===== config.mk =====
export PLATFORM = sky130hd
export DESIGN_NAME = decodeStage
export DESIGN_NICKNAME = d
export VERILOG_FILES = /design/src/design/isaPkg.sv /design/src/design/ctrlPkg.sv /design/src/design/controlDecoder.sv /design/src/design/regFile.sv /design/src/design/operandFormat.sv /design/src/design/decodeStage.sv
export SDC_FILE = /design/constraint.sdc
export NUM_CORES = 2
export LEC_CHECK = 0
export BUFFER_PORTS_ARGS = -buffer_cell sky130_fd_sc_hd__buf_2
export CAP_MARGIN = 20
export CORE_ASPECT_RATIO = 0.8
export CORE_UTILIZATION = 58
export CTS_BUF_LIST = sky130_fd_sc_hd__clkbuf_4 sky130_fd_sc_hd__clkbuf_8
export CTS_CLUSTER_DIAMETER = 100
export CTS_CLUSTER_SIZE = 28
export DETAILED_ROUTE_END_ITERATION = 8
export HOLD_SLACK_MARGIN = 0.1
export PLACE_DENSITY = 0.75
export SYNTH_ARGS = -nofsm -noshare
export SYNTH_HDL_FRONTEND = slang
export SYNTH_SLANG_ARGS = --single-unit

===== constraint.sdc =====
create_clock -name Clock -period 4.3 [get_ports Clock]
set_input_delay 0.86 -clock Clock [delete_from_list [all_inputs] [get_ports Clock]]
set_output_delay 0.86 -clock Clock [all_outputs]
set_load 0.1 [all_outputs]

===== src/design/isaPkg.sv =====
// instruction set package with field widths, field positions and encodings
`default_nettype none

package isaPkg;

        // ~~~~~~~~~~~~~~~~~~~~~~~~~~~~~~
        // field widths
        // ~~~~~~~~~~~~~~~~~~~~~~~~~~~~~~
        localparam int unsigned WordWidth    = 32;
        localparam int unsigned RegAddrWidth = 5;
        localparam int unsigned OpcodeWidth  = 6;
        localparam int unsigned FunctWidth   = 6;
        localparam int unsigned ShamtWidth   = 5;
        localparam int unsigned ImmWidth     = 16;

        localparam int unsigned NumRegs = 32;

        typedef logic [WordWidth-1:0]    word_t;
        typedef logic [RegAddrWidth-1:0] regAddr_t;
        typedef logic [OpcodeWidth-1:0]  opcode_t;
        typedef logic [FunctWidth-1:0]   funct_t;
        typedef logic [ShamtWidth-1:0]   shamt_t;
        typedef logic [ImmWidth-1:0]     imm16_t;

        // bit positions inside the instruction word
        localparam int unsigned OpcodeMsb = 31;
        localparam int unsigned OpcodeLsb = 26;
        localparam int unsigned RsMsb     = 25;
        localparam int unsigned RsLsb     = 21;
        localparam int unsigned RtMsb     = 20;
        localparam int unsigned RtLsb     = 16;
        localparam int unsigned RdMsb     = 15;
        localparam int unsigned RdLsb     = 11;
        localparam int unsigned ShamtMsb  = 10;
        localparam int unsigned ShamtLsb  = 6;
        localparam int unsigned FunctMsb  = 5;
        localparam int unsigned FunctLsb  = 0;
        localparam int unsigned ImmMsb    = 15;
        localparam int unsigned ImmLsb    = 0;

        // ~~~~~~~~~~~~~~~~~~~~~~~~~~~~~~
        // opcodes
        // ~~~~~~~~~~~~~~~~~~~~~~~~~~~~~~
        localparam opcode_t OpRType = 6'h00;
        localparam opcode_t OpJ     = 6'h02;
        localparam opcode_t OpBeq   = 6'h04;
        localparam opcode_t OpAddi  = 6'h08;
        localparam opcode_t OpAndi  = 6'h0c;
        localparam opcode_t OpOri   = 6'h0d;
        localparam opcode_t OpLui   = 6'h0f;
        localparam opcode_t OpLw    = 6'h23;
        localparam opcode_t OpSw    = 6'h2b;

        // R-type function codes, also the ALU function
        localparam funct_t FnSll  = 6'h00;
        localparam funct_t FnSrl  = 6'h02;
        localparam funct_t FnMult = 6'h18;
        localparam funct_t FnAdd  = 6'h20;
        localparam funct_t FnSub  = 6'h22;
        localparam funct_t FnAnd  = 6'h24;
        localparam funct_t FnOr   = 6'h25;
        localparam funct_t FnSlt  = 6'h2a;

endpackage

`default_nettype wire


===== src/design/ctrlPkg.sv =====
// control package with the decoded control bundle and immediate kinds
`default_nettype none

package ctrlPkg;

        // ~~~~~~~~~~~~~~~~~~~~~~~~~~~~~~
        // immediate kinds
        // ~~~~~~~~~~~~~~~~~~~~~~~~~~~~~~
        typedef logic [1:0] immKind_t;

        // sign extension is code zero so a bubble needs no special case
        localparam immKind_t ImmSign  = 2'd0;
        localparam immKind_t ImmZero  = 2'd1;
        localparam immKind_t ImmUpper = 2'd2;

        // ~~~~~~~~~~~~~~~~~~~~~~~~~~~~~~
        // control bundle, 18 bits
        // ~~~~~~~~~~~~~~~~~~~~~~~~~~~~~~
        typedef struct packed {
                logic          regDst;
                logic          branch;
                logic          jump;
                logic          memRead;
                logic          memtoReg;
                logic          aluOp;
                logic          mulOp;
                logic          memWrite;
                logic          aluSrc;
                logic          regWrite;
                immKind_t      immKind;
                isaPkg::funct_t aluFunc;
        } ctrl_t;

        // all zero bundle acts as a pipeline bubble
        localparam ctrl_t CtrlBubble = '0;

endpackage

`default_nettype wire


===== src/design/controlDecoder.sv =====
// control decoder turning opcode and function code into the control bundle
`timescale 1ns/10ps
`default_nettype none

module controlDecoder (
        input  isaPkg::opcode_t opcode,
        input  isaPkg::funct_t  funct,
        output ctrlPkg::ctrl_t  ctrl
);

        // function code is one of the supported R-type operations
        logic fnKnown;

        always_comb begin
                case (funct)
                        isaPkg::FnAdd,
                        isaPkg::FnSub,
                        isaPkg::FnAnd,
                        isaPkg::FnOr,
                        isaPkg::FnSlt,
                        isaPkg::FnSll,
                        isaPkg::FnSrl,
                        isaPkg::FnMult: fnKnown = 1'b1;
                        default:        fnKnown = 1'b0;
                endcase
        end

        // ~~~~~~~~~~~~~~~~~~~~~~~~~~~~~~
        // main decode
        // ~~~~~~~~~~~~~~~~~~~~~~~~~~~~~~
        always_comb begin
                ctrl = ctrlPkg::CtrlBubble;
                case (opcode)
                        isaPkg::OpRType: begin
                                if (fnKnown) begin
                                        ctrl.regDst   = 1'b1;
                                        ctrl.aluOp    = 1'b1;
                                        ctrl.regWrite = 1'b1;
                                        ctrl.mulOp    = (funct == isaPkg::FnMult);
                                        ctrl.immKind  = ctrlPkg::ImmSign;
                                        ctrl.aluFunc  = funct;
                                end
                        end
                        isaPkg::OpAddi, isaPkg::OpAndi, isaPkg::OpOri, isaPkg::OpLui: begin
                                ctrl.aluOp    = 1'b1;
                                ctrl.aluSrc   = 1'b1;
                                ctrl.regWrite = 1'b1;
                                case (opcode)
                                        isaPkg::OpAndi: begin
                                                ctrl.immKind = ctrlPkg::ImmZero;
                                                ctrl.aluFunc = isaPkg::FnAnd;
                                        end
                                        isaPkg::OpOri: begin
                                                ctrl.immKind = ctrlPkg::ImmZero;
                                                ctrl.aluFunc = isaPkg::FnOr;
                                        end
                                        // lui ors the shifted immediate onto zero
                                        isaPkg::OpLui: begin
                                                ctrl.immKind = ctrlPkg::ImmUpper;
                                                ctrl.aluFunc = isaPkg::FnOr;
                                        end
                                        default: begin
                                                ctrl.immKind = ctrlPkg::ImmSign;
                                                ctrl.aluFunc = isaPkg::FnAdd;
                                        end
                                endcase
                        end
                        isaPkg::OpLw: begin
                                ctrl.aluOp    = 1'b1;
                                ctrl.aluSrc   = 1'b1;
                                ctrl.regWrite = 1'b1;
                                ctrl.memRead  = 1'b1;
                                ctrl.memtoReg = 1'b1;
                                ctrl.immKind  = ctrlPkg::ImmSign;
                                ctrl.aluFunc  = isaPkg::FnAdd;
                        end
                        isaPkg::OpSw: begin
                                ctrl.aluOp    = 1'b1;
                                ctrl.aluSrc   = 1'b1;
                                ctrl.memWrite = 1'b1;
                                ctrl.immKind  = ctrlPkg::ImmSign;
                                ctrl.aluFunc  = isaPkg::FnAdd;
                        end
                        // compare by subtraction, zero result takes the branch
                        isaPkg::OpBeq: begin
                                ctrl.aluOp   = 1'b1;
                                ctrl.branch  = 1'b1;
                                ctrl.immKind = ctrlPkg::ImmSign;
                                ctrl.aluFunc = isaPkg::FnSub;
                        end
                        isaPkg::OpJ: begin
                                ctrl.jump = 1'b1;
                        end
                        default: begin
                                ctrl = ctrlPkg::CtrlBubble;
                        end
                endcase
        end

        // memory stage can do only one access per instruction
        always_comb begin
                memExclusive: assert final (!(ctrl.memRead && ctrl.memWrite))
                        else $error("memRead and memWrite both set, opcode %h", opcode);
                // plain j has no link register in this subset
                jumpNoWrite: assert final (!(ctrl.jump && ctrl.regWrite))
                        else $error("jump decoded with regWrite, opcode %h", opcode);
        end

endmodule

`default_nettype wire


===== src/design/regFile.sv =====
// register file, 32 words with two combinational reads and one clocked write
`timescale 1ns/10ps
`default_nettype none

module regFile (
        input  logic             Clock,
        input  logic             rst,
        input  logic             regWriteIn,
        input  isaPkg::regAddr_t wrAddr,
        input  isaPkg::word_t    wrData,
        input  isaPkg::regAddr_t rsAddr,
        input  isaPkg::regAddr_t rtAddr,
        output isaPkg::word_t    rsData,
        output isaPkg::word_t    rtData
);

        isaPkg::word_t regs [isaPkg::NumRegs];

        // register 0 is excluded from writes
        logic writeEn;

        assign writeEn = regWriteIn && (wrAddr != '0);

        // ~~~~~~~~~~~~~~~~~~~~~~~~~~~~~~
        // write port
        // ~~~~~~~~~~~~~~~~~~~~~~~~~~~~~~
        always_ff @(posedge Clock) begin
                if (rst) begin
                        for (int i = 0; i < isaPkg::NumRegs; i++) begin
                                regs[i] <= '0;
                        end
                end else if (writeEn) begin
                        regs[wrAddr] <= wrData;
                end
        end

        // ~~~~~~~~~~~~~~~~~~~~~~~~~~~~~~
        // read ports
        // ~~~~~~~~~~~~~~~~~~~~~~~~~~~~~~
        // no bypass, a same cycle write shows up after the edge
        assign rsData = (rsAddr == '0) ? '0 : regs[rsAddr];
        assign rtData = (rtAddr == '0) ? '0 : regs[rtAddr];

        // storage for r0 must survive any write, including one aimed at r0
        zeroRegHeld: assert property (
                @(posedge Clock) disable iff (rst)
                regWriteIn |=> (regs[0] == '0)
        ) else $error("register 0 changed after write to %0d", $past(wrAddr));

endmodule

`default_nettype wire


===== src/design/operandFormat.sv =====
// operand formatter for immediate, shift amount and destination register
`timescale 1ns/10ps
`default_nettype none

module operandFormat (
        input  isaPkg::imm16_t   imm16,
        input  isaPkg::regAddr_t rtAddr,
        input  isaPkg::regAddr_t rdAddr,
        input  isaPkg::shamt_t   shamtField,
        input  ctrlPkg::ctrl_t   ctrl,
        output isaPkg::word_t    immData,
        output isaPkg::shamt_t   shamt,
        output isaPkg::regAddr_t destAddr
);

        localparam int unsigned ExtWidth = isaPkg::WordWidth - isaPkg::ImmWidth;

        // shift instructions are the only users of the shamt field
        logic isShift;

        // ~~~~~~~~~~~~~~~~~~~~~~~~~~~~~~
        // immediate
        // ~~~~~~~~~~~~~~~~~~~~~~~~~~~~~~
        always_comb begin
                case (ctrl.immKind)
                        ctrlPkg::ImmZero:  immData = {{ExtWidth{1'b0}}, imm16};
                        ctrlPkg::ImmUpper: immData = {imm16, {ExtWidth{1'b0}}};
                        // unused code falls back to sign extension
                        default: begin
                                immData = {{ExtWidth{imm16[isaPkg::ImmWidth-1]}}, imm16};
                        end
                endcase
        end

        // R-type writes rd, everything else writes rt
        assign destAddr = ctrl.regDst ? rdAddr : rtAddr;

        assign isShift = ctrl.aluOp &&
                         ((ctrl.aluFunc == isaPkg::FnSll) || (ctrl.aluFunc == isaPkg::FnSrl));

        // zeroed for non-shifts so later stages never see a stray amount
        assign shamt = isShift ? shamtField : '0;

endmodule

`default_nettype wire


===== src/design/decodeStage.sv =====
// decode stage top, slices the instruction and connects decoder, registers, formatter
`timescale 1ns/10ps
`default_nettype none

module decodeStage (
        input  logic             Clock,
        input  logic             rst,
        input  isaPkg::word_t    instruction,
        input  logic             regWriteIn,
        input  isaPkg::regAddr_t wrAddr,
        input  isaPkg::word_t    wrData,
        output ctrlPkg::ctrl_t   ctrl,
        output isaPkg::word_t    rsData,
        output isaPkg::word_t    rtData,
        output isaPkg::word_t    immData,
        output isaPkg::shamt_t   shamt,
        output isaPkg::regAddr_t destAddr
);

        // ~~~~~~~~~~~~~~~~~~~~~~~~~~~~~~
        // instruction fields
        // ~~~~~~~~~~~~~~~~~~~~~~~~~~~~~~
        isaPkg::opcode_t  opcode;
        isaPkg::funct_t   funct;
        isaPkg::regAddr_t rsAddr;
        isaPkg::regAddr_t rtAddr;
        isaPkg::regAddr_t rdAddr;
        isaPkg::shamt_t   shamtField;
        isaPkg::imm16_t   imm16;

        assign opcode     = instruction[isaPkg::OpcodeMsb:isaPkg::OpcodeLsb];
        assign rsAddr     = instruction[isaPkg::RsMsb:isaPkg::RsLsb];
        assign rtAddr     = instruction[isaPkg::RtMsb:isaPkg::RtLsb];
        assign rdAddr     = instruction[isaPkg::RdMsb:isaPkg::RdLsb];
        assign shamtField = instruction[isaPkg::ShamtMsb:isaPkg::ShamtLsb];
        assign funct      = instruction[isaPkg::FunctMsb:isaPkg::FunctLsb];
        assign imm16      = instruction[isaPkg::ImmMsb:isaPkg::ImmLsb];

        controlDecoder controlDecoder_inst (
                .opcode (opcode),
                .funct  (funct),
                .ctrl   (ctrl)
        );

        regFile regFile_inst (
                .Clock      (Clock),
                .rst        (rst),
                .regWriteIn (regWriteIn),
                .wrAddr     (wrAddr),
                .wrData     (wrData),
                .rsAddr     (rsAddr),
                .rtAddr     (rtAddr),
                .rsData     (rsData),
                .rtData     (rtData)
        );

        operandFormat operandFormat_inst (
                .imm16      (imm16),
                .rtAddr     (rtAddr),
                .rdAddr     (rdAddr),
                .shamtField (shamtField),
                .ctrl       (ctrl),
                .immData    (immData),
                .shamt      (shamt),
                .destAddr   (destAddr)
        );

endmodule

`default_nettype wire


* Yosys cells after proc, flatten, opt, wreduce, memory -nomap -nowiden
Memory sizes are Yosys's and may differ from the RTL's. Cells that the tools add are included.
Storage, ports and cells: register bits 0, bits in writable memories 1024, input port bits 72, output and inout port bits 124, word-level logic and storage cells 63, memories kept 1
Cells by class: eq/ne operators 18, mux-type cells 28, reductions and logical operators 16
Memories:
- regFile_inst.regs | depth 32, width 32, read ports 2, clocked after memory_dff 0, write ports 32, line regFile.sv:17 | isaPkg::word_t regs [isaPkg::NumRegs];
Operators by type and width (number):
- $mux 32 | 3
- $pmux 32 s2 | 1
- $eq 6x6->1 const B | 7
- $pmux 8 s4 | 1
- $reduce_or 32->1 | 1
- $eq 6x4->1 const B | 4
- $pmux 8 s3 | 1
- $eq 6x2->1 const B | 3
- $logic_not 6->1 | 3
- $mux 5 | 3
- $mux 1 | 14
- $logic_not 5->1 | 2
- $mux 9 | 1
- $reduce_or 8->1 | 1
- $reduce_or 7->1 | 1
- $eq 6x3->1 const B | 1
- $eq 6x5->1 const B | 1
- $reduce_or 6->1 | 1
- $reduce_bool 5->1 | 1
- $reduce_or 5->1 | 1
- $mux 2 | 2
- $pmux 1 s2 | 2
- $reduce_or 4->1 | 1
- $eq 2x1->1 const B | 1
- 4 further kinds | 5

* Depth between registers and ports, before layout
depth after elaboration 9, depth in mapped cells 9, depth with buffers taken out 7

* By module
A second synthesis with hierarchy kept.
Second synthesis, totals: cell total of the unflattened synthesis 3599, area, all modules 54957.7 um^2
Modules (own cells, without submodules):
- regFile | times used 1, cells each 3502, area an instance 54232.0 um^2, seq. area each 30749.5 um^2
- operandFormat | times used 1, cells each 55, area an instance 436.7 um^2, seq. area each 0.0 um^2
- controlDecoder | times used 1, cells each 42, area an instance 289.0 um^2, seq. area each 0.0 um^2

* Least setup slack after synthesis
No wires, ideal clock.
path type input port to output port, start input instruction[23], end output rsData[1], arrival 4209 ps, required time 3440 ps, path slack -769 ps, cell stages on the path 7, path buffers 3, cell sequence buf_2 or3_1 clkbuf_1 clkbuf_1 o221ai_1 a221oi_1 a211oi_1
On the way: word-level cells in the longest chain between the ends 2
RTL lines:
- start, declared | line decodeStage.sv:8 | input isaPkg::word_t instruction,
- $mem_v2 32x32 / $logic_not 5->1 (equally long branches)
- $mux 32 * | line regFile.sv:41 | assign rsData = (rsAddr == '0) ? '0 : regs[rsAddr];
- end, declared | line decodeStage.sv:13 | output isaPkg::word_t rsData,
Mark *: on every way between the ends. The rest lies on a longest branch, timed or not.

* Worst setup path after layout
start input instruction[23], end output rsData[19]
Same word-level chain as after synthesis.

==> out/qor.csv <==
metric,value,unit
status,"complete, no violations",
DP HPWL,112,mm
type of origin of the critical path,input port,
crit-path max FO,58,
Final period util,0.976,
synthesis-stage register bit count,1024,
Rows,101,
Fin. Hold Viols,0,
share of flip-flops with an asynchronous set or reset,0,
Synth warnings,0,
Final Non-Filler Cells,5196,
Routed Antenna Nets,0,
DP Area,0.0606,mm2
Synth top area share,0.555,
worst slack at placement,55.3,ps
CTS Buf Count,42,
Clock Tree Root,clkbuf_8,
WP data required,3440,ps
clock tree buffer depth,3,
number of global-route vias before repair,36000,
Port Buffer Count,195,
synthesized cell area,0.0554,mm2
RSZ-0062 raised after global routing,no,
met1 usage,0.514,
power per cell area,328,mW/mm2
sequential fraction of the synthesis area,0.555,
HP Start,rst,
Post-route DRC,0,
Yosys top cell by area,edfxtp_1,
largest registers,regFile_inst.regs (1024),
syn avg cell area,14.4,um2
worst setup path class,input port to output pin,
Final setup viols,0,
WL per Instance,34.3,um
Die H,279,um
GRT Total Usage,0.367,
"top cells by area, synth","edfxtp_1 55%, mux4_2 16%, and2_1 11%",
global-route wire length before repair,253,mm
Slew @ Worst Pin,1200,ps
Worst EP arrival,3340,ps
"Design Area, Final",0.0614,mm2
Worst setup endpoint,rsData[19],
Syn Inst Count,3838,
Via density,7.07,
Placed Cells,5139,
largest net degree at the start of global routing,65,
crit path capture type,output pin,
Max Fclk,0.238,GHz
most common cell in the synthesized netlist,edfxtp_1,
number of flip-flops in the largest register,1024,
Top-Level Pins,196,
met3 usage,0.0969,
fin. max-slew vios,0,
synth cell count leaders,"1,024 x edfxtp_1, 997 x and2_1, 384 x mux4_2",
total power,20.1,mW
placer congestion estimate,0.921,
fin nets,4025,
# Post-CTS Setup Buffers,0,
clk sinks,1024,
fin worst setup slack,103,ps
minimum clock period,4200,ps
Starting Density,0.585,
max capacitance violation total,0,
Area growth syn-to-layout,10.8,%
Die Span X,348,um
Main synth FF type,edfxtp_1,
Worst Setup SP,instruction[23],
Die ar.,0.0968,mm2
post-synth cell types,49,
slew margin rel.,0.199,
Leak,21.9,nW
cts hold-fix bufs,0,
CTS tree,yes,
Starting DRT DRC Count,6098,
maximum vdd drop,0.000315,V
vias post-DR,36700,
CTS HTree Levels,2,
Largest Register,regFile_inst.regs,
share of cells above drive strength 1,0.282,
Worst-path clk slew,160,ps
drt total wl,178,mm
GRT met2 Usage,0.546,
Core Footprint,0.0948,mm2
initial antenna violation count,18,
worst min path class,input port to register,
global-route layer with the greatest usage,met2,
grt total ovfl,0,
Detailed Routing Iterations Pass 1,6,
number of synthesized flops with an enable pin,1024,
==> worst max-delay path, stage by stage <==
cell       delay [ps]
buf_8             260
buf_12            380
mux4_2            370
mux2i_1           210
nor2b_1            70
a2111oi_0         550
buf_4             220
a211oi_2           80
buf_12            230
==> where the power goes <==
group / total, mW / switching, mW / leakage (nW) / internal (mW)
sequential: 11.8 / 0.307 / 9.75 / 11.5
clock: 3.94 / 2.92 / 0.342 / 1.02
combinational: 4.39 / 2.71 / 11.8 / 1.68
total: 20.1 / 5.94 / 21.9 / 14.2
==> layer usage <==
metal | vias up | part of all wire
li1 | 14700 | -
met1 | 18500 | 0.36
met2 | 3013 | 0.44
met3 | 455 | 0.14
met4 | 14 | 0.047
met5 | - | 0.00048
==> kinds of logic after synthesis <==
family / after synthesis / synth area share
AOI/OAI and AO/OA: 348 / 0.0439
DFF: 1024 / 0.555
muxes: 773 / 0.228
adders and majority gates: 2 / 0.000451
and+or+nand+nor: 1283 / 0.139
buffers and inverters: 407 / 0.0345
other: 1 / 0.0000676
==> metrics by stage <==
step                setup TNS (ps)  utilization  hold WS (ps)
floorplan                    -1880            -          1060
global placement                 0        0.640          1410
detailed placement               0        0.640          1410
CTS                              0        0.647           598
global route                     0        0.648           628
finish                           0        0.648           618
==> final cells by class <==
class,count,area [um2]
antenna,6,15.0
clock inverter,2,38.8
inverter,2,11.3
sequential,1024,30700
fill,6635,33400
timing repair buffer,443,4880
clock buffer,45,619
multi-input combinational,2438,23600
tap,1236,1550
==> cells in the final DEF, fill, tap and decap left out, drive strengths merged, types with 7 or more instances in the layout <==
| cell type | instances |
|---|---|
| edfxtp | 1024 |
| nor2 | 69 |
| nand2 | 88 |
| mux4 | 384 |
| o22ai | 32 |
| and3 | 7 |
| mux2 | 74 |
| a21o | 17 |
| a21oi | 62 |
| nor2b | 28 |
| a221oi | 47 |
| clkbuf | 45 |
| or2 | 34 |
| o221ai | 32 |
| nand4 | 24 |
| and4 | 8 |
| conb | 32 |
| a211oi | 70 |
| o21ai | 35 |
| buf | 443 |
| mux2i | 315 |
| a22oi | 39 |
| a31oi | 7 |
| and2 | 997 |
==> worst min path at each step <==
stage / endpoint / cells after the start / slack (ps)
detailed placement: regFile_inst.regs[0][24] / 2 / 1410
finish: regFile_inst.regs[0][24] / 2 / 620
global route: regFile_inst.regs[0][23] / 2 / 630
CTS: regFile_inst.regs[0][24] / 2 / 600
global placement: regFile_inst.regs[0][24] / 2 / 1410
floorplan: regFile_inst.regs[1][31] / 1 / 1060
==> what timing repair did <==
action,CTS,global route
setup endpoints to repair,0,1
hold endpoints to repair,0,0
resized for setup,0,1
Note: power is estimated with default switching activity, not from simulation.
